==> config.mk <==
export PLATFORM = sky130hd
export DESIGN_NAME = rs_alloc
export DESIGN_NICKNAME = d
export VERILOG_FILES = /design/src/verilog/rs_pkg.sv /design/src/verilog/rs_alloc.sv
export SDC_FILE = /design/constraint.sdc
export NUM_CORES = 1
export LEC_CHECK = 0
export ABC_AREA = 1
export BUFFER_PORTS_ARGS = -buffer_cell sky130_fd_sc_hd__buf_4
export CORE_ASPECT_RATIO = 2
export CORE_MARGIN = 8
export CORE_UTILIZATION = 41
export DETAILED_ROUTE_END_ITERATION = 12
export GPL_TIMING_DRIVEN = 0
export PLACE_DENSITY = 0.93
export SLEW_MARGIN = 20
export SYNTH_ARGS = -nofsm -noshare
export SYNTH_HDL_FRONTEND = slang
export SYNTH_SLANG_ARGS = --single-unit
==> constraint.sdc <==
create_clock -name vclk -period 2.17
set_input_delay 0.1085 -clock vclk [all_inputs]
set_output_delay 0.1085 -clock vclk [all_outputs]
set_load 0.05 [all_outputs]
==> src/verilog/rs_pkg.sv <==
`default_nettype none

package rs_pkg;

    localparam int data_w     = 32;
    localparam int preg_count = 64;
    localparam int preg_w     = 6;
    localparam int robid_w    = 6;
    localparam int opcode_w   = 4;

    // How a source operand is obtained
    typedef enum logic [1:0] {
        op_zero = 2'd0,
        op_imm  = 2'd1,
        op_reg  = 2'd2
    } optype_e;

    typedef enum logic {
        fu_exe = 1'b0,
        fu_mem = 1'b1
    } fu_class_e;

    // Register view of a source word
    typedef struct packed {
        logic [data_w-preg_w-1:0] unused;
        logic [preg_w-1:0]        tag;
    } rs_reg_view_t;

    // Source word, view picked by the optype of the same source
    typedef union packed {
        logic [data_w-1:0] imm;
        rs_reg_view_t      preg;
    } rs_operand_u;

endpackage

`default_nettype wire

==> src/verilog/rs_alloc.sv <==
`timescale 1ns/1ps
`default_nettype none

module rs_alloc
    import rs_pkg::*;
#(
    parameter int num_ents = 8
) (
    input  logic                  nuke,
    input  logic                  disp_valid,
    input  optype_e               disp_src1_type,
    input  rs_operand_u           disp_src1,
    input  optype_e               disp_src2_type,
    input  rs_operand_u           disp_src2,
    input  logic [preg_w-1:0]     disp_pdst,
    input  logic [num_ents-1:0]   ent_valid,
    input  logic [preg_count-1:0] preg_ready,
    input  logic                  wb_en,
    input  logic [preg_w-1:0]     wb_tag,
    output logic                  stall,
    output logic [num_ents-1:0]   alloc,
    output logic                  alloc_src1_rdy,
    output logic                  alloc_src2_rdy,
    output logic                  pdst_clear_en
);

logic                take;
logic [num_ents-1:0] free;
logic [num_ents-1:0] first_free;
logic [preg_w-1:0]   src1_tag;
logic [preg_w-1:0]   src2_tag;

assign stall = &ent_valid;

// A dispatch that meets a flush is younger than it and is dropped
assign take = disp_valid & ~stall & ~nuke;

// Lowest free entry
assign free       = ~ent_valid;
assign first_free = free & (~free + 1'b1);
assign alloc      = take ? first_free : '0;

// New destination is busy until its writeback
assign pdst_clear_en = take;

assign src1_tag = disp_src1.preg.tag;
assign src2_tag = disp_src2.preg.tag;

// Ready from the scoreboard or a writeback in this same cycle
assign alloc_src1_rdy = (disp_src1_type != op_reg) || preg_ready[src1_tag] ||
                        (wb_en && wb_tag == src1_tag);
assign alloc_src2_rdy = (disp_src2_type != op_reg) || preg_ready[src2_tag] ||
                        (wb_en && wb_tag == src2_tag);

endmodule

`default_nettype wire

==> flow_summary.toml <==
[power_and_ir_drop]
peakVddDrop_v = 0.0001101
sw_frac_of_total_pct = 53.60
power.switching_uw = 282.2
seq_power_share_pct = 0
total_power_uw = 526.5
p_int_uw = 244.3
combPwrFrac_pct = 100.0
pwr-share-clk_pct = 0
p_per_area_mw_per_mm2 = 206.9
p_leak_uw = 0.001424

[die]
die_w_um = 61.62
dieArea_mm2 = 0.006608
start_util_pct = 42.18
core-area_mm2 = 0.004046
core.rowCount = 33
ios = 167
die_y_um = 107.2

[sta]
worstMarginPinSlew_ns = 0.3513
min_period_over_period_pct = 70.56
slew_viol_final = 0
hold_viol = 0
max_freq_ghz = 0.6531
maxSlewHeadroom_pct = 76.43
finalCriticalPeriod_ns = 1.531
rsz0062_at_grt = "no"
setup_viol = 0
setup-tns-final_ns = 0

[grt]
grt_use_total_pct = 22.73
use_met2_pct = 40.91
grt.busiest_layer = "met2"
use_met3_pct = 3.837
grt_overflow = 0
met1_usage_pct = 23.93
grt_max_degree = 11
grt_pass1_wl_mm = 12.03
antenna_found_initial = 0
grt_pass1_vias = 2629

[layout]
nFlopsAndLatches = 0
antenna_cells = 0
register_area_um2 = 0
nets = 619
layout-drive-gt1-share_pct = 29.22
syn_to_final_growth_pct = 49.12
clkbuf_count = 0
fill_cells = 426

[setup_path]
cp-start-kind = "input pin"
crit_slowest_cell = "buf_4"
cp_cell_sequence = "buf_4, nand4_1, nor2_1, nand4_1, nand3_1, inv_1, nand2_1, nor3_1, buf_4"
arrival_ns = 1.42
startpoint = "ent_valid[1]"
setup.worst_path.end_class = "primary output"
path_max_fanout = 5
endpoint = "alloc[6]"
worst_path_largest_cell_delay_ns = 0.24
required_ns = 2.06
worstSetupPathType = "in2out"

[detailed_routing]
dr.pass1.iters = 5
via_per_inst = 5.401
drt_iter0_markers = 222
antenna_left = 0
drc = 0
wl_per_cell_um = 15.80
postRouteWirelength_mm = 8.122
vias = 2776

[logic_synthesis]
synth_area_leaders = "nand2_1, nand3_1, buf_6, inv_1, buf_4"
synth_common_cells = "nand2_1, nand3_1, inv_1"
syn_nets = 514
yosysMostFrequentCell = "nand2_1"
netlist_area_mm2 = 0.001707
avgSynthCellArea_um2 = 4.754
synth_seq_area_share_pct = 0
synthCells = 359
synth_top_area_cell = "nand2_1"
synth_cell_types = 22
synth_top_area_share_pct = 36.95
yosys_warnings = 0

[flow_run]
cap_viol_max_count = 0

[placed_design]
io_buffers = 103
gp_congestion = 0.9583
dp_hpwl_mm = 6.589

[run_status]
status = "finished clean"

[clock_tree]
hold_buffers = 0
post-cts-setup-buffers = 0
cts_resized = 0

[hold_path]
min_path_type = "in2out"
## per-layer routing
metal / part of all wire (%) / up-vias
met5: 0 / -
met4: 2.7 / 0
met3: 12 / 20
met2: 50 / 175
met1: 36 / 1204
li1: - / 1377
## cells by family after synthesis
kind of cell              after synthesis  share of synthesized area, %
and+or+nand+nor                       305                         77.42
xor gates and xnor gates                4                         2.053
AOI/OAI and AO/OA                       6                         2.053
buffers and inverters                  44                         18.47
## cell type report
| cell class | instances | area, µm² | area share (%) |
|---|---|---|---|
| Timing Repair Buffer | 103 | 773.2 | 30.38 |
| Inverter | 22 | 102.6 | 4.031 |
| Tap cell | 52 | 65.06 | 2.557 |
| Multi-Input combinational cell | 315 | 1391 | 54.67 |
| Buffer | 22 | 212.7 | 8.358 |
## worst max-delay path: cells and delay by family
kind / cells / cell delay (ns)
buf+inv: 3 / 0.51
simple gates: 6 / 0.80
## worst min-delay path by stage
stage	cells after the start	start	slack, ns	to
2_1_floorplan	1	ent_valid[0]	0.39	alloc[0]
4_1_cts	3	ent_valid[3]	0.52	alloc[3]
3_5_place_dp	3	ent_valid[3]	0.52	alloc[3]
3_3_place_gp	3	ent_valid[3]	0.52	alloc[3]
6_report	3	ent_valid[3]	0.52	alloc[3]
5_1_grt	3	ent_valid[3]	0.53	alloc[3]
## cell usage in the layout (no fill, tap or decap), drive strengths merged
cell,instances
xnor2,2
nor2,8
o21ai,2
o211ai,1
a21oi,1
nand3,112
or2,1
inv,21
nand4,4
buf,125
xor2,2
nor4,1
clkinv,1
nand2,174
o22ai,2
nor3,5
## through the flow
stage	util [%]	area (µm²)	hold slack [ns]	std cells	setup slack, ns
floorplan	-	1707	0.3927	359	0.007748
global placement	62.89	2545	0.5182	514	0.6726
detailed placement	62.89	2545	0.5209	514	0.6851
CTS	62.89	2545	0.5208	514	0.6779
global route	62.89	2545	0.5303	514	0.5193
finish	62.89	2545	0.5246	514	0.6389
## power by group through the flow
stage	Clock, µW	Sequential [µW]	Combinational (µW)
6_report	0	0	527
5_1_grt	0	0	573
4_1_cts	0	0	520
3_5_place_dp	0	0	518
3_3_place_gp	0	0	512
2_1_floorplan	0	0	285
(Power assumes the default switching activity.)
