`config.mk`:
```
export PLATFORM = sky130hd
export DESIGN_NAME = rs_entry
export DESIGN_NICKNAME = d
export VERILOG_FILES = /design/src/verilog/rs_pkg.sv /design/src/verilog/rs_entry.sv
export SDC_FILE = /design/constraint.sdc
export NUM_CORES = 1
export LEC_CHECK = 0
export ABC_CLOCK_PERIOD_IN_PS = 2100
export BUFFER_PORTS_ARGS = -buffer_cell sky130_fd_sc_hd__buf_2
export CAP_MARGIN = 40
export CORE_ASPECT_RATIO = 0.9
export CORE_MARGIN = 4
export CORE_UTILIZATION = 45
export DETAILED_ROUTE_END_ITERATION = 8
export PLACE_DENSITY = 0.85
export SYNTH_ARGS = -nofsm -noshare
export SYNTH_HDL_FRONTEND = slang
export SYNTH_SLANG_ARGS = --single-unit
```
`constraint.sdc`:
```
create_clock -name clk -period 2.1 [get_ports clk]
set_input_delay 0.315 -clock clk [delete_from_list [all_inputs] [get_ports clk]]
set_output_delay 0.315 -clock clk [all_outputs]
set_load 0.02 [all_outputs]
```
`src/verilog/rs_pkg.sv`:
```
`default_nettype none

package rs_pkg;

    localparam int data_w     = 32;
    localparam int preg_count = 64;
    localparam int preg_w     = 6;
    localparam int robid_w    = 6;
    localparam int opcode_w   = 4;

    // How a source operand is obtained
    typedef enum logic [1:0] {
        op_zero = 2'd0,
        op_imm  = 2'd1,
        op_reg  = 2'd2
    } optype_e;

    typedef enum logic {
        fu_exe = 1'b0,
        fu_mem = 1'b1
    } fu_class_e;

    // Register view of a source word
    typedef struct packed {
        logic [data_w-preg_w-1:0] unused;
        logic [preg_w-1:0]        tag;
    } rs_reg_view_t;

    // Source word, view picked by the optype of the same source
    typedef union packed {
        logic [data_w-1:0] imm;
        rs_reg_view_t      preg;
    } rs_operand_u;

endpackage

`default_nettype wire

```
`src/verilog/rs_entry.sv`:
```
`timescale 1ns/1ps
`default_nettype none

module rs_entry
    import rs_pkg::*;
(
    input  logic                clk,
    input  logic                rst_n,
    input  logic                nuke,
    input  logic                alloc,
    input  logic                alloc_src1_rdy,
    input  logic                alloc_src2_rdy,
    input  fu_class_e           disp_class,
    input  logic [opcode_w-1:0] disp_opcode,
    input  logic [robid_w-1:0]  disp_robid,
    input  logic [preg_w-1:0]   disp_pdst,
    input  optype_e             disp_src1_type,
    input  rs_operand_u         disp_src1,
    input  optype_e             disp_src2_type,
    input  rs_operand_u         disp_src2,
    input  logic                wb_en,
    input  logic [preg_w-1:0]   wb_tag,
    input  logic                gnt,
    output logic                valid,
    output logic                req,
    output fu_class_e           ent_class,
    output logic [opcode_w-1:0] ent_opcode,
    output logic [robid_w-1:0]  ent_robid,
    output logic [preg_w-1:0]   ent_pdst,
    output optype_e             ent_src1_type,
    output rs_operand_u         ent_src1,
    output optype_e             ent_src2_type,
    output rs_operand_u         ent_src2
);

logic src1_rdy;
logic src2_rdy;
logic wake1;
logic wake2;

// Writeback to a waiting register source
assign wake1 = wb_en && ent_src1_type == op_reg && ent_src1.preg.tag == wb_tag;
assign wake2 = wb_en && ent_src2_type == op_reg && ent_src2.preg.tag == wb_tag;

assign req = valid & src1_rdy & src2_rdy;

always_ff @(posedge clk) begin
    if (!rst_n) begin
        valid <= 1'b0;
    end else if (nuke) begin
        valid <= 1'b0;
    end else if (alloc) begin
        valid <= 1'b1;
    end else if (gnt) begin
        valid <= 1'b0;
    end
end

always_ff @(posedge clk) begin
    if (!rst_n) begin
        src1_rdy <= 1'b0;
        src2_rdy <= 1'b0;
    end else if (alloc) begin
        src1_rdy <= alloc_src1_rdy;
        src2_rdy <= alloc_src2_rdy;
    end else begin
        if (wake1) begin
            src1_rdy <= 1'b1;
        end
        if (wake2) begin
            src2_rdy <= 1'b1;
        end
    end
end

// Micro-op fields, held until the entry is reused
always_ff @(posedge clk) begin
    if (alloc) begin
        ent_class     <= disp_class;
        ent_opcode    <= disp_opcode;
        ent_robid     <= disp_robid;
        ent_pdst      <= disp_pdst;
        ent_src1_type <= disp_src1_type;
        ent_src1      <= disp_src1;
        ent_src2_type <= disp_src2_type;
        ent_src2      <= disp_src2;
    end
end

endmodule

`default_nettype wire

```
==> out/metrics.cfg <==
[status]
status=finished clean

[clock_network]
cts_hold_repair.buffers=0
clk_latency_ps=340
numCtsBuffers=9
clk_pin_slew_ps=80
cts_max_path_buffers=2
cts_tree=built
ctsResizeCount=0
clock_sinks=88
postCtsSetupRepairBufs=0
cts_root_buffer=clkbuf_8
cts_max_level=3

[min_path]
min_path_cells=2
min_to=valid
holdCritPathClass=primary input to flop
worstHoldStart=nuke

[synthesis]
synth_nets=215
avgSynthCellArea_sq_um=24.5
syn_inst=116
yosys_warnings=0
syn_area_sq_mm=0.00284
synth.yosys.seq_area_share=0.919
yosysUniqueCellTypes=12
ys_ff_latch=88

[drt]
ant_nets=0
wl_per_cell_um=17.3
wl_mm=7.03
drt_pass1_iterations=4
viasPerCell=4.48
drc=0
dr_total_vias=1822
initialDrtViolationCount=74

[pwr]
p_clk_frac=0.298
p_leak_nw=1.79
peakVddDrop_mv=0.590
pwr-share-comb=0.128
power.internal_w=0.00280
p_seq_frac=0.574
power_switching_w=0.000897
power_density_mw_per_mm2=902
switching_share=0.243

[timing]
fmaxAchievable_ghz=0.766
rsz0062_at_grt=no
finalSetupViolations=0
hold_viol_final=0
final-max-slew-violation-count=0
tightest_slew_ps=388
fin_worst_skew_ps=4.90
maxSlewHeadroom=0.741
tns_ps=0
fin_crit_ps=1300
min_period_over_period=0.621

[global_routing]
grt_usage=0.189
grt_pass1_vias=2046
antenna_found_initial=0
grt_pass1_wl_mm=10.7
grt_start_max_net_pins=32
overflow=0

[critical_path]
worst-path-max-fanout=3
rrSetupSlack_ps=860
start_kind=flop
critical_path_required_ps=1780
r2r_cells=3
r2r-end=src2_rdy
crit_path_max_incr_delay_ps=350
crit_arrival_ps=990
cpMaxStageDelayCell=dfxtp_1
crit_path_end_kind=primary output
r2r-start=ent_src2_type[0]
cp_cell_sequence=and3_1, buf_2
critPathKind=flop to primary output

[cells_and_area]
fill_cells=441
instances_no_fill=407
layout_commonest_cell=buf_2
final_cell_mix=buf_2 (184), edfxtp_1 (85), xor2_1 (12)
antenna_cells=0
drive_above_1_share=0.631
area_growth_pct=43.9
num-nets-final=414

[place]
place_inst=391
port-buffer-count=185
place_congestion=0.760

[die]
die_x_um=91.8
die_area_sq_mm=0.00765
die_h_um=83.4
core_sq_mm=0.00611
boundaryPins=186
placementRows=27
start_util=0.465

[job]
maxCapViolCount=0

==> worst max path at each step <==
stage | end | slack [ps] | cells after the start | startpoint
after floorplan | src2_rdy | 840 | 3 | ent_src2_type[0]
after global placement | ent_src2[2] | 770 | 2 | alloc
after detailed placement | ent_src1[24] | 710 | 2 | alloc
after CTS | req | 770 | 2 | valid
after global routing | req | 730 | 2 | valid
final | req | 800 | 2 | valid
==> metrics by stage <==
stage          instance area, sq um   util  setup WS, ps  total power [W]  hold slack [ps]
2_1_floorplan                  2840      -           844          0.00236              385
3_3_place_gp                   3900  0.638           767          0.00262              491
3_5_place_dp                   3900  0.638           711          0.00264              491
4_1_cts                        4090  0.669           768          0.00373              118
5_1_grt                        4090  0.669           729          0.00385              114
6_report                       4090  0.669           795          0.00369              139
==> area by class of cell <==
class / instances / area [sq um] / share of cell area
timing repair buffer: 188 / 951 / 0.232
tap: 87 / 109 / 0.0266
multi-input combinational: 25 / 219 / 0.0535
clock buffer: 11 / 131 / 0.0321
clock inverter: 5 / 57.6 / 0.0141
inverter: 3 / 11.3 / 0.00275
sequential: 88 / 2610 / 0.639
==> logic make-up (layout without fill, tap and decap cells) <==
| kind of cell | count (synthesis) | in the layout | synth area share |
|---|---|---|---|
| buffers and inverters | 3 | 207 | 0.00396 |
| muxes | 2 | 2 | 0.00792 |
| and+or+nand+nor | 6 | 6 | 0.0172 |
| DFF | 88 | 88 | 0.919 |
| xor gates and xnor gates | 12 | 12 | 0.0370 |
| AOI/OAI and AO/OA | 5 | 5 | 0.0150 |
==> state kept, by name (all words and copies together), names as in the netlist <==
| register | flops |
|---|---|
| ent_class | 1 |
| src2_rdy | 1 |
| ent_opcode | 4 |
| ent_pdst | 6 |
| ent_src2_type | 2 |
| ent_src2 | 32 |
| ent_src1_type | 2 |
| ent_robid | 6 |
| ent_src1 | 32 |
| valid | 1 |
| src1_rdy | 1 |
==> synthesized netlist by cell type <==
cell type	count	share of area
a2111oi_1	2	0.0070
a21oi_1	1	0.0018
a22o_1	2	0.0062
and3_1	1	0.0022
dfxtp_1	3	0.021
edfxtp_1	85	0.90
inv_1	3	0.0040
mux2_1	2	0.0079
nand4b_1	2	0.0062
nor3b_2	1	0.0044
nor4_1	2	0.0044
xor2_1	12	0.037
==> layer usage <==
metal / routed length (um) / vias to the layer above / global-route usage / part of all wire
li1: - / 856 / - / -
met1: 2290 / 841 / 0.184 / 0.33
met2: 3880 / 111 / 0.342 / 0.55
met3: 704 / 14 / 0.0888 / 0.10
met4: 158 / 0 / 0.0756 / 0.022
met5: 0 / - / 0 / 0
==> critical path: cells and delay by family (launching register included) <==
kind	cells	cell delay (ps)
flip-flops	1	350
AND/OR/NAND/NOR	1	150
buffers and inverters	1	150
==> power by group through the flow <==
stage / Combinational, W / Sequential [W] / Clock [W]
2_1_floorplan: 0.0000282 / 0.00234 / 0
3_3_place_gp: 0.000468 / 0.00216 / 0
3_5_place_dp: 0.000478 / 0.00216 / 0
4_1_cts: 0.000479 / 0.00212 / 0.00113
5_1_grt: 0.000502 / 0.00214 / 0.00122
6_report: 0.000472 / 0.00212 / 0.00110
Power figures use the tool's default switching activity.
