[config.mk]
export PLATFORM = sky130hd
export DESIGN_NAME = rs_age_select
export DESIGN_NICKNAME = d
export VERILOG_FILES = /design/src/verilog/rs_age_select.sv
export SDC_FILE = /design/constraint.sdc
export NUM_CORES = 1
export LEC_CHECK = 0
export BUFFER_PORTS_ARGS = -buffer_cell sky130_fd_sc_hd__buf_2
export CAP_MARGIN = 15
export CORE_MARGIN = 1
export CORE_UTILIZATION = 31
export DETAILED_ROUTE_END_ITERATION = 10
export REMOVE_ABC_BUFFERS = 1
export SLEW_MARGIN = 10
export SYNTH_ARGS = -nofsm -noshare
export SYNTH_HDL_FRONTEND = slang
export SYNTH_SLANG_ARGS = --single-unit
[constraint.sdc]
create_clock -name clk -period 1.3 [get_ports clk]
set_input_delay 0.26 -clock clk [delete_from_list [all_inputs] [get_ports clk]]
set_output_delay 0.26 -clock clk [all_outputs]
set_load 0.05 [all_outputs]
[src/verilog/rs_age_select.sv]
`timescale 1ns/1ps
`default_nettype none

module rs_age_select #(
    parameter int num_ents = 8
) (
    input  logic                clk,
    input  logic                rst_n,
    input  logic [num_ents-1:0] alloc,
    input  logic [num_ents-1:0] req,
    output logic [num_ents-1:0] sel
);

// older[i][j] set means entry j was allocated before entry i
logic [num_ents-1:0] older [num_ents];

always_ff @(posedge clk) begin
    if (!rst_n) begin
        for (int i = 0; i < num_ents; i++) begin
            older[i] <= '0;
        end
    end else begin
        for (int i = 0; i < num_ents; i++) begin
            for (int j = 0; j < num_ents; j++) begin
                if (alloc[i]) begin
                    // New entry is younger than everything present
                    older[i][j] <= (i != j);
                end else if (alloc[j]) begin
                    older[i][j] <= 1'b0;
                end
            end
        end
    end
end

// Oldest requester has no older requester
always_comb begin
    for (int i = 0; i < num_ents; i++) begin
        sel[i] = req[i] & ~|(older[i] & req);
    end
end

endmodule

`default_nettype wire

==> results of run 1 <==
[power breakdown]
part	leakage, nW	switching, W	total (W)	internal [W]
registers	0.616	0.0000559	0.00221	0.00216
clock network	0.0532	0.000564	0.00113	0.000563
logic	0.672	0.000349	0.000644	0.000295
total	1.34	0.000969	0.00398	0.00301
[routing by layer]
layer / vias up / wire (microns)
met5: - / 0
met2: 28 / 3270
met4: 0 / 121
met3: 10 / 194
met1: 939 / 3200
li1: 930 / -
[final cells by class]
| cell class | instances | area (sq um) |
|---|---|---|
| inverter | 2 | 7.51 |
| multi-input combinational | 157 | 1080 |
| clock inverter | 3 | 37.5 |
| sequential | 56 | 1680 |
| tap | 108 | 135 |
| timing repair buffer | 59 | 480 |
| fill | 860 | 5400 |
| clock buffer | 5 | 68.8 |
[per-stage QoR]
stage,TNS (ps),setup WS [ps]
floorplan,-1550,-216
global placement,-2260,-326
detailed placement,-2340,-339
CTS,-3620,-497
global route,-4050,-558
finish,-3450,-491
[worst max-delay path: stages, from the launching register on]
cell,delay [ps]
edfxtp_1,390
a22o_1,240
a221oi_2,150
and4_1,270
buf_6,180
[final timing paths]
path / start / end / slack, ps / cells past startpoint
setup / recovery: older[1][8]$_SDFFCE_PP0P_ / sel[5] / -490 / 4
hold / removal: alloc[7] / older[1][23]$_DFFE_PP_ / 290 / 2
[placed cells by master, fill, tap and decap left out, drive strengths merged]
master	Yosys	final
nand2b	36	36
edfxtp	56	56
inv	2	2
a22oi	8	8
nor2b	4	4
and2	42	42
a22o	8	8
and4	8	8
buf	7	59
bufinv	0	1
or3b	6	6
clkinv	0	2
a21boi	14	14
and2b	1	1
nand2	22	22
clkbuf	21	5
a221oi	8	8
[logic make-up (layout without fill, tap and decap cells)]
logic type,Yosys count,after routing,share of synthesized area [%]
and+or+nand+nor,119,119,25.1
DFF,56,56,57.9
AOI/OAI and AO/OA,38,38,11.8
buffers and inverters,30,69,5.25
[timing repair]
item,CTS,global route
gates resized for setup,18,0
pin swaps,15,4
endpoints found under the setup margin,8,8
cloned,0,0
==> results.py, run 1 <==
metrics = {
    "setup_path": {
        "worstPathArrival_ps": 1530,
        "end_kind": "output port",
        "path_max_fanout": 1,
        "cp-start-kind": "flop",
        "required_ps": 1040,
        "worstSetupPathType": "flop to output port",
    },
    "cells_and_area": {
        "postLayoutCoreUtil_pct": 39.3,
        "top_register": "older",
        "nets": 299,
        "syn_to_final_growth_pct": 20.3,
        "drive_gt1_share_pct": 27.0,
        "largest_reg_flops": 56,
        "top_regs": "older: 56 flops",
        "stdcell_area_sq_um": 3490,
        "fin_cells": 390,
        "diodes": 0,
    },
    "worst_hold_path": {
        "min_path_type": "input pin to flop",
    },
    "floorplanning": {
        "core_area_sq_um": 8890,
        "ios": 26,
        "num_rows": 34,
        "die-area_sq_um": 9760,
        "die_x_microns": 98.8,
        "initial_utilization_pct": 32.7,
        "dieHeight_microns": 98.8,
    },
    "yosys": {
        "ys_warn_count": 0,
        "synthDistinctLibCells": 21,
        "ys_async_sr_fraction_pct": 0,
        "synth_ff_type": "edfxtp_1",
        "syn_inst": 243,
        "synth_most_common_cell": "edfxtp_1",
        "avgSynthCellArea_sq_um": 12.0,
        "synth_area_leaders": "edfxtp_1 (58%), and2_1 (9.0%), nand2b_1 (7.8%), a21boi_0 (3.6%), a221oi_2 (3.1%)",
        "synth_edf_count": 56,
        "ys_ff_latch": 56,
        "synth_common_cells": "edfxtp_1 (56), and2_1 (42), nand2b_1 (36)",
        "ys_seq_area_share_pct": 57.9,
        "synth_area_leader_cell": "edfxtp_1",
        "synth_area_sq_um": 2910,
        "netlist.area_leader.share_pct": 57.9,
    },
    "sta": {
        "setup-violations-final": 8,
        "worstMarginPinSlew_ps": 380,
        "fmax_mhz": 558,
        "relSlewSlack_pct": 74.7,
        "hold_ws_ps": 286,
        "setup_ws_ps": -491,
        "finalHoldViolCount": 0,
        "fin_crit_sh_pct": 138,
        "slew_violations": 0,
        "grt_setup_unrepaired": "true",
        "fin_crit_ps": 1790,
    },
    "outcome": {
        "violations": "negative setup slack",
        "status": "finished, violations left",
    },
    "placement": {
        "placed_area_sq_um": 3330,
        "place_inst": 382,
        "io_buffers": 25,
        "hpwl_microns": 4780,
        "gp_congestion": 0.754,
    },
    "clocking": {
        "clock_tree.root_cell": "clkbuf_8",
        "clock_sinks": 56,
        "postCtsSetupRepairBufs": 0,
        "cts.htree.levels": 2,
        "hold_buffers": 0,
        "cts_tree": "done",
        "numCtsBuffers": 5,
        "clkTransAtPathRegs_ps": 100,
        "cts_buffer_depth": 2,
    },
    "pwr": {
        "leakage_nw": 1.34,
        "p_per_area_nw_per_um2": 1140,
        "power.total_w": 0.00398,
        "irDropWorstVdd_uv": 509,
    },
    "global_route": {
        "grtUsageTotal_pct": 14.7,
        "busiest_layer": "met2",
        "overflow": 0,
        "grt_max_degree": 27,
        "antenna_found_initial": 0,
        "use_met3_pct": 2.55,
        "grt_pass1_vias": 1924,
        "grt_use_met2_pct": 24.6,
        "grt_first_pass_wirelength_microns": 10700,
        "use_met1_pct": 19.5,
    },
    "drt": {
        "routed_wl_microns": 6790,
        "vias": 1907,
        "drc_errors": 0,
        "firstDrtPassIters": 4,
        "antenna_left": 0,
        "viasPerCell": 4.89,
        "wl_per_cell_microns": 17.4,
        "first_iter_violations": 88,
    },
    "job": {
        "cap_violations": 0,
    },
}
(Power assumes the default switching activity.)
==> inputs of run 2 (changes only) <==
--- a/config.mk
+++ b/config.mk
@@ -8,8 +8,9 @@
 export BUFFER_PORTS_ARGS = -buffer_cell sky130_fd_sc_hd__buf_2
 export CAP_MARGIN = 15
 export CORE_MARGIN = 1
-export CORE_UTILIZATION = 31
+export CORE_UTILIZATION = 50
 export DETAILED_ROUTE_END_ITERATION = 10
+export PLACE_DENSITY = 0.69
 export REMOVE_ABC_BUFFERS = 1
 export SLEW_MARGIN = 10
 export SYNTH_ARGS = -nofsm -noshare
==> constraint.sdc (replaced) <==
create_clock -name clk -period 1.3 [get_ports clk]
set_input_delay 0.195 -clock clk [delete_from_list [all_inputs] [get_ports clk]]
set_output_delay 0.195 -clock clk [all_outputs]
set_load 0.05 [all_outputs]
==> results.py, run 2 (same netlist as run 1, synthesis figures left out) <==
metrics = {
    "setup_path": {
        "worstPathArrival_ps": 1540,
        "slowest_stage": "edfxtp_1",
        "cp_num_buf_inv": 1,
        "worstPathCellList": "a22o_1 -> a221oi_2 -> and4_1 -> buf_6",
        "cp-start-kind": "flop",
        "cpPeakStageDelay_ps": 370,
        "worstSetupPathType": "flop to output port",
        "end_kind": "output port",
        "path_max_fanout": 1,
        "required_ps": 1110,
        "crit_family": "compound AO/OA/AOI/OAI gates",
    },
    "drt": {
        "viasPerCell": 5.52,
        "firstDrtPassIters": 4,
        "first_iter_violations": 122,
        "antenna_left": 0,
        "routed_wl_microns": 6140,
        "vias": 1911,
        "drc_errors": 0,
        "wl_per_cell_microns": 17.8,
    },
    "global_route": {
        "antenna_found_initial": 0,
        "grt_use_met2_pct": 38.9,
        "use_met3_pct": 3.26,
        "grt_max_degree": 24,
        "grt_pass1_vias": 1918,
        "grt_first_pass_wirelength_microns": 9810,
        "use_met1_pct": 26.9,
        "grtUsageTotal_pct": 21.9,
        "busiest_layer": "met2",
        "overflow": 0,
    },
    "clocking": {
        "postCtsSetupRepairBufs": 0,
        "numCtsBuffers": 5,
        "clock_tree.root_cell": "clkbuf_8",
        "cts.htree.levels": 2,
        "clkTransAtPathRegs_ps": 100,
        "cts_buffer_depth": 2,
        "cts_tree": "done",
        "clock_sinks": 56,
    },
    "floorplanning": {
        "num_rows": 27,
        "die-area_sq_um": 6120,
        "core_area_sq_um": 5540,
        "dieHeight_microns": 78.2,
        "die_x_microns": 78.2,
        "ios": 26,
        "initial_utilization_pct": 52.4,
    },
    "pwr": {
        "leakage_nw": 1.29,
        "p_per_area_nw_per_um2": 1110,
        "irDropWorstVdd_uv": 485,
    },
    "worst_hold_path": {
        "min_path_type": "input pin to flop",
    },
    "cells_and_area": {
        "diodes": 0,
        "fill_cells": 458,
        "final_cell_mix": "edfxtp_1 (56), and2_1 (42), nand2b_1 (36)",
        "syn_to_final_growth_pct": 15.7,
        "regArea_sq_um": 1680,
        "multiInputGateArea_sq_um": 1090,
        "drive_gt1_share_pct": 25.5,
        "top_register": "older",
        "nets": 292,
        "top_regs": "older: 56 flops",
        "largest_reg_flops": 56,
        "layout_commonest_cell": "edfxtp_1",
    },
    "placement": {
        "pre_cts_ws_ps": -188,
        "hpwl_microns": 4170,
        "gp_congestion": 0.753,
        "io_buffers": 25,
    },
    "sta": {
        "setup-violations-final": 8,
        "setup_ws_ps": -438,
        "finalHoldViolCount": 0,
        "fin_crit_ps": 1740,
        "fmax_mhz": 575,
        "worstMarginPinSlew_ps": 485,
        "tns_ps": -3010,
        "hold_ws_ps": 236,
        "grt_setup_unrepaired": "true",
        "fin_crit_sh_pct": 134,
        "slew_violations": 0,
        "relSlewSlack_pct": 67.6,
    },
    "outcome": {
        "violations": "negative setup slack",
        "status": "finished, violations left",
    },
    "job": {
        "cap_violations": 0,
    },
}
run 2: worst paths after layout:
path / depth (start not counted) / slack (ps) / endpoint / from
worst max-delay path: 4 / -440 / sel[6] / older[1][16]$_DFFE_PP_
worst min-delay path: 2 / 240 / older[1][23]$_DFFE_PP_ / alloc[7]
run 2: area by class of cell:
class / count / share of cell area, %
clock inverter: 1 / 0.149
tap: 72 / 2.68
clock buffer: 6 / 2.16
multi-input combinational: 157 / 32.3
sequential: 56 / 50.0
inverter: 2 / 0.223
timing repair buffer: 52 / 12.5
run 2: what timing repair did:
action,4_1_cts,5_1_grt
setup endpoints to repair,8,8
pin swaps,15,4
gates resized for setup,20,0
hold buffers,0,0
run 2: per-layer routing:
layer,share of wire [%],up-vias
met4,0.86,0
met5,0,-
met1,42,938
li1,-,914
met2,52,54
met3,5.0,5
run 2: per-stage QoR:
stage          instance area, sq um  std cells  util [%]  power, W
2_1_floorplan                  2760        215         -   0.00254
3_3_place_gp                   3220        339      58.0   0.00282
3_5_place_dp                   3220        339      58.0   0.00283
4_1_cts                        3360        346      60.7   0.00374
5_1_grt                        3360        346      60.7   0.00387
6_report                       3360        346      60.7   0.00373
run 2: power breakdown:
group          internal [W]  leakage [nW]  switching, W
registers           0.00216         0.616     0.0000551
clock network      0.000368        0.0410      0.000522
logic              0.000283         0.635      0.000341
