===== config.mk =====
export PLATFORM = sky130hd
export DESIGN_NAME = rs_issue_stage
export DESIGN_NICKNAME = d
export VERILOG_FILES = /design/src/verilog/rs_pkg.sv /design/src/verilog/rs_issue_stage.sv
export SDC_FILE = /design/constraint.sdc
export NUM_CORES = 1
export LEC_CHECK = 0
export BUFFER_PORTS_ARGS = -buffer_cell sky130_fd_sc_hd__buf_2
export CAP_MARGIN = 20
export CELL_PAD_IN_SITES_DETAIL_PLACEMENT = 1
export CELL_PAD_IN_SITES_GLOBAL_PLACEMENT = 1
export CORE_AREA = 4 4 336 338
export CTS_BUF_LIST = sky130_fd_sc_hd__clkbuf_4 sky130_fd_sc_hd__clkbuf_8
export DETAILED_ROUTE_END_ITERATION = 8
export DIE_AREA = 0 0 340 342
export GPL_TIMING_DRIVEN = 1
export PLACE_DENSITY = 0.38
export SYNTH_ARGS = -nofsm -noshare
export SYNTH_HDL_FRONTEND = slang
export SYNTH_SLANG_ARGS = --single-unit

===== constraint.sdc =====
create_clock -name clk -period 1.9 [get_ports clk]
set_input_delay 0.285 -clock clk [delete_from_list [all_inputs] [get_ports clk]]
set_output_delay 0.285 -clock clk [all_outputs]
set_load 0.005 [all_outputs]

===== src/verilog/rs_pkg.sv =====
`default_nettype none

package rs_pkg;

    localparam int data_w     = 32;
    localparam int preg_count = 64;
    localparam int preg_w     = 6;
    localparam int robid_w    = 6;
    localparam int opcode_w   = 4;

    // How a source operand is obtained
    typedef enum logic [1:0] {
        op_zero = 2'd0,
        op_imm  = 2'd1,
        op_reg  = 2'd2
    } optype_e;

    typedef enum logic {
        fu_exe = 1'b0,
        fu_mem = 1'b1
    } fu_class_e;

    // Register view of a source word
    typedef struct packed {
        logic [data_w-preg_w-1:0] unused;
        logic [preg_w-1:0]        tag;
    } rs_reg_view_t;

    // Source word, view picked by the optype of the same source
    typedef union packed {
        logic [data_w-1:0] imm;
        rs_reg_view_t      preg;
    } rs_operand_u;

endpackage

`default_nettype wire


===== src/verilog/rs_issue_stage.sv =====
`timescale 1ns/1ps
`default_nettype none

module rs_issue_stage
    import rs_pkg::*;
#(
    parameter int num_ents = 8
) (
    input  logic                clk,
    input  logic                rst_n,
    input  logic                nuke,
    input  logic [num_ents-1:0] sel,
    input  fu_class_e           ent_class     [num_ents],
    input  logic [opcode_w-1:0] ent_opcode    [num_ents],
    input  logic [robid_w-1:0]  ent_robid     [num_ents],
    input  logic [preg_w-1:0]   ent_pdst      [num_ents],
    input  optype_e             ent_src1_type [num_ents],
    input  rs_operand_u         ent_src1      [num_ents],
    input  optype_e             ent_src2_type [num_ents],
    input  rs_operand_u         ent_src2      [num_ents],
    input  logic [data_w-1:0]   rd_data1,
    input  logic [data_w-1:0]   rd_data2,
    output logic [num_ents-1:0] gnt,
    output logic [preg_w-1:0]   rd_addr1,
    output logic [preg_w-1:0]   rd_addr2,
    output logic                ex_iss,
    output logic                mm_iss,
    output logic [opcode_w-1:0] iss_opcode,
    output logic [robid_w-1:0]  iss_robid,
    output logic [preg_w-1:0]   iss_pdst,
    output logic [data_w-1:0]   iss_src1_val,
    output logic [data_w-1:0]   iss_src2_val
);

logic                sel_mem;
logic [opcode_w-1:0] sel_opcode;
logic [robid_w-1:0]  sel_robid;
logic [preg_w-1:0]   sel_pdst;
logic [1:0]          sel_src1_type;
logic [1:0]          sel_src2_type;
rs_operand_u         sel_src1;
rs_operand_u         sel_src2;

logic                iss_v_q;
fu_class_e           iss_class_q;
optype_e             iss_src1_type_q;
optype_e             iss_src2_type_q;
rs_operand_u         iss_src1_q;
rs_operand_u         iss_src2_q;

function automatic logic [data_w-1:0] opsel(
    input optype_e           optype,
    input rs_operand_u       word,
    input logic [data_w-1:0] prf_data
);
    case (optype)
        op_imm:  return word.imm;
        op_reg:  return prf_data;
        default: return '0;
    endcase
endfunction

// AND-OR mux of the one-hot selected entry
always_comb begin
    sel_mem       = 1'b0;
    sel_opcode    = '0;
    sel_robid     = '0;
    sel_pdst      = '0;
    sel_src1_type = '0;
    sel_src2_type = '0;
    sel_src1      = '0;
    sel_src2      = '0;
    for (int i = 0; i < num_ents; i++) begin
        sel_mem       = sel_mem | (sel[i] & (ent_class[i] == fu_mem));
        sel_opcode    = sel_opcode | (ent_opcode[i] & {opcode_w{sel[i]}});
        sel_robid     = sel_robid | (ent_robid[i] & {robid_w{sel[i]}});
        sel_pdst      = sel_pdst | (ent_pdst[i] & {preg_w{sel[i]}});
        sel_src1_type = sel_src1_type | (ent_src1_type[i] & {2{sel[i]}});
        sel_src2_type = sel_src2_type | (ent_src2_type[i] & {2{sel[i]}});
        sel_src1      = sel_src1 | (ent_src1[i] & {data_w{sel[i]}});
        sel_src2      = sel_src2 | (ent_src2[i] & {data_w{sel[i]}});
    end
end

// No grant while flushing
assign gnt = nuke ? '0 : sel;

assign rd_addr1 = sel_src1.preg.tag;
assign rd_addr2 = sel_src2.preg.tag;

always_ff @(posedge clk) begin
    if (!rst_n) begin
        iss_v_q <= 1'b0;
    end else begin
        iss_v_q <= |gnt;
    end
end

always_ff @(posedge clk) begin
    iss_class_q     <= sel_mem ? fu_mem : fu_exe;
    iss_opcode      <= sel_opcode;
    iss_robid       <= sel_robid;
    iss_pdst        <= sel_pdst;
    iss_src1_type_q <= optype_e'(sel_src1_type);
    iss_src2_type_q <= optype_e'(sel_src2_type);
    iss_src1_q      <= sel_src1;
    iss_src2_q      <= sel_src2;
end

// Operands resolved once the register data arrives
assign iss_src1_val = opsel(iss_src1_type_q, iss_src1_q, rd_data1);
assign iss_src2_val = opsel(iss_src2_type_q, iss_src2_q, rd_data2);

// A flush also kills the staged issue
assign ex_iss = iss_v_q & (iss_class_q == fu_exe) & ~nuke;
assign mm_iss = iss_v_q & (iss_class_q == fu_mem) & ~nuke;

endmodule

`default_nettype wire


==> results by group <==
Final layout
  – Nets: about 2500
  – Syn-to-layout area delta: 119.1%
  – Layout cells sized above 1: between 60% and 70%
  – Fillers: between 10000 and 15000
  – Post-route core utilization: between 10% and 20%

Detailed routing
  – WL final: ~79000 µm
  – # DRC: 0
  – Drt wl/cell: between 20 and 25 µm
  – Antenna-violating nets left: 0
  – Iter 0 DRT Violations: between 400 and 500
  – Vias/cell: between 3 and 4
  – Pre-Repair DR Iteration Count: 5
  – Routed via count: 11350

Synth
  – Synth cell count leaders: a22oi_1 (339), dfxtp_1 (86), nand4_1 (85)
  – Post-synthesis compound-gate area fraction: around 49%
  – Syn Nets: 1531
  – Post-Syn Area per Cell: 8.839 µm²
  – Most frequent cell after synthesis: a22oi_1
  – #FFs+latches synth: 86
  – Post-Syn Area: 6824 µm²
  – Seq/Total Area, Yosys: around 25%
  – Post-synthesis mux area share: 0%
  – Largest family of logic cells by synthesized area: compound AO/OA/AOI/OAI gates
  – Synth area leader: a22oi_1
  – Number of enable flip-flop cells after synthesis: 0
  – Ys flop type: dfxtp_1
  – XOR/XNOR share of the synthesized area: 0%
  – Post-synth cell types: 17
  – Synth async-reset ratio: 0%
  – Syn Inst Count: approximately 770
  – Synth area leaders: a22oi_1 (37%), dfxtp_1 (25%), a22oi_2 (12%)
  – Synth top area share: a little under two fifths
  – Simple-Gate Fraction of Synth Area: approximately 13%
  – Syn. warnings: 0
  – Synth Area in Adders: less than 1%

Hold path
  – Hold_sp: ent_src1[21]
  – Hold depth: 3
  – Endpoint, Worst Hold: iss_src1_q[21]$_DFF_P_
  – Hold/Removal Path Class: in2reg

Place
  – Port bufs: between 800 and 900
  – Post-DP HPWL: between 60000 and 70000 µm
  – GPL Wtd Cong: slightly above 0.9
  – Post-place setup slack: 0.03774 ns

STA
  – PnR worst setup slack: -0.04950 ns
  – Fin crit period: around 2 ns
  – RSZ-0062 raised after global routing: yes
  – Slew headroom: 62.60%
  – Hold Vio Cnt, Final: 0
  – Fmax: 513.0 MHz
  – Final setup fails: slightly above 50
  – Final Max Tran Viols: 0
  – Fin crit share: 102.6%
  – Fin Hold WS: 0.04989 ns
  – Worst-Margin Slew: 0.5610 ns

Pwr
  – Leak: approximately 0.0064 µW
  – Reg power frac: between 30% and 40%
  – Clock group share of total power: a little over a quarter
  – Worst VDD drop: approximately 0.3 mV
  – Net Sw Frac: a little under two fifths
  – Internal power: around 4100 µW
  – Total power draw: ~6600 µW
  – NetSw: roughly 2500 µW
  – Pwr dens: 443.8 nW/µm²
  – Combinational power share: 43.1%

Status
  – Status: finished, violations left
  – Failing checks: negative setup slack

GRT
  – Largest net degree at the start of global routing: 24
  – GRT overflow: 0
  – Grt met3 use: 3.305%
  – Vias in the first global route: between 10000 and 15000
  – Met2 Usage GRT: around a quarter
  – Initial antenna violation count: 32
  – First-pass GRT wire length: 104200 µm
  – GRT Overall Usage: roughly 13%
  – Met1 global-route usage: between 10% and 20%
  – Busiest grt layer: met2

Run
  – Max cap viols: 0

Die
  – Core footprint: ~110000 µm²
  – Starting Density: between 6 and 7%
  – Row count: between 100 and 150
  – Die height: ~340 µm
  – Die Wd: between 300 and 400 µm
  – Die area: 116300 µm²
  – I/O pins: between 800 and 900

Critical path
  – CP endpoint kind: output pin
  – Worst setup SP type: register
  – CP max FO: 5
  – CP Class: reg2out
  – Top Family by Delay on Critical Path: flip-flops
  – Slowest CP cell: dfxtp_4
  – Worst EP arrival: 1.66 ns
  – CP Cell Sequence: inv_2, ha_4, buf_6, a22oi_2, nor2_2, buf_2
  – Req. time, crit path: around 1.6 ns
  – Crit-path max cell delay: roughly 0.43 ns
  – Buffers and inverters on the worst path: 3

Clock tree
  – # clock sinks: 86
  – Total CTS buffers: 9
  – CTS H-Tree Depth: 3
  – Root Buffer: clkbuf_8
  – CTS tree: done
  – Clk pin slew, worst setup/hold paths: around 0.12 ns
  – Clock Path Buffers: 2
[power by group through the flow]
stage                     Clock [µW]  Sequential (µW)  Combinational, µW
after floorplan                    0             1970                975
after global placement             0             2060               2490
after detailed placement           0             2060               2510
after CTS                       1980             2030               2870
after global routing            2000             2030               3090
final                           1760             2010               2860
[tightest hold or removal path: cells and delay by family]
family / cells / cell delay (ns)
buffers and inverters: 1 / 0.08
AND/OR/NAND/NOR: 1 / 0.08
AO/OA/AOI/OAI: 1 / 0.06
[routing by layer]
metal	vias up	part of all wire (%)
met4	10	2.3
met2	587	52
met3	79	6.9
li1	5103	-
met1	5566	39
met5	-	0.077
[cells in the final DEF (no fill, tap or decap), drive strengths merged, types with 2 or more instances in the layout]
cell	netlist	routed
dlygate4sd3	0	99
diode	0	14
a22oi	404	404
ha	4	4
nor4	2	2
nand4	85	85
nor2	64	64
buf	104	941
nor2b	8	8
clkbuf	7	14
dfxtp	86	86
inv	4	4
bufinv	0	2
clkinvlp	0	2
[registers in the layout, summed over array words and instances (netlist names)]
name	count
iss_class_q	1
iss_robid	6
iss_src2_q	32
iss_src2_type_q	2
iss_src1_q	32
iss_src1_type_q	2
iss_pdst	6
iss_opcode	4
iss_v_q	1
[cell type report]
class	instances	area (µm²)	area share [%]
clock inverter	5	83.83	0.5608
sequential	86	1732	11.58
inverter	4	15.01	0.1004
antenna	14	35.03	0.2344
tap	1488	1862	12.46
timing repair buffer	1044	6431	43.02
clock buffer	11	138.9	0.9291
multi-input combinational	571	4651	31.11
[kinds of logic (layout without fill, tap and decap cells)]
logic type | after synthesis | in the layout
compound gates | 405 | 405
fa+ha+maj | 4 | 4
buf+inv | 115 | 1064
flops | 86 | 86
other cells | 0 | 14
simple gates | 162 | 162
[worst max path at each step]
stage / start / endpoint / slack [ns] / depth (start not counted)
floorplan: sel[0] / rd_addr2[2] / 0.55 / 6
global placement: sel[0] / rd_addr1[4] / 0.02 / 7
detailed placement: sel[0] / rd_addr1[4] / 0.04 / 7
CTS: iss_src1_type_q[1]$_DFF_P_ / iss_src1_val[24] / -0.18 / 6
global route: iss_src2_type_q[1]$_DFF_P_ / iss_src2_val[1] / -0.20 / 6
finish: iss_src1_type_q[1]$_DFF_P_ / iss_src1_val[28] / -0.05 / 6
[per-stage QoR]
stage	setup TNS [ns]	instances	cell area [µm²]
after floorplan	0	772	6824
after global placement	0	3081	12990
after CTS	-7.993	3209	14730
after detailed placement	0	3081	12990
after global routing	-9.869	3215	14930
final	-1.316	3223	14950
[timing repair]
item                                   in CTS  in global routing
setup endpoints to repair                  64                 70
hold buffers                              104                  0
pin swaps                                   7                  8
buffers inserted                            4                  1
cloned                                      4                  3
gates resized for setup                    81                 34
endpoints found under the hold margin      41                  0
Power figures use the tool's default switching activity.
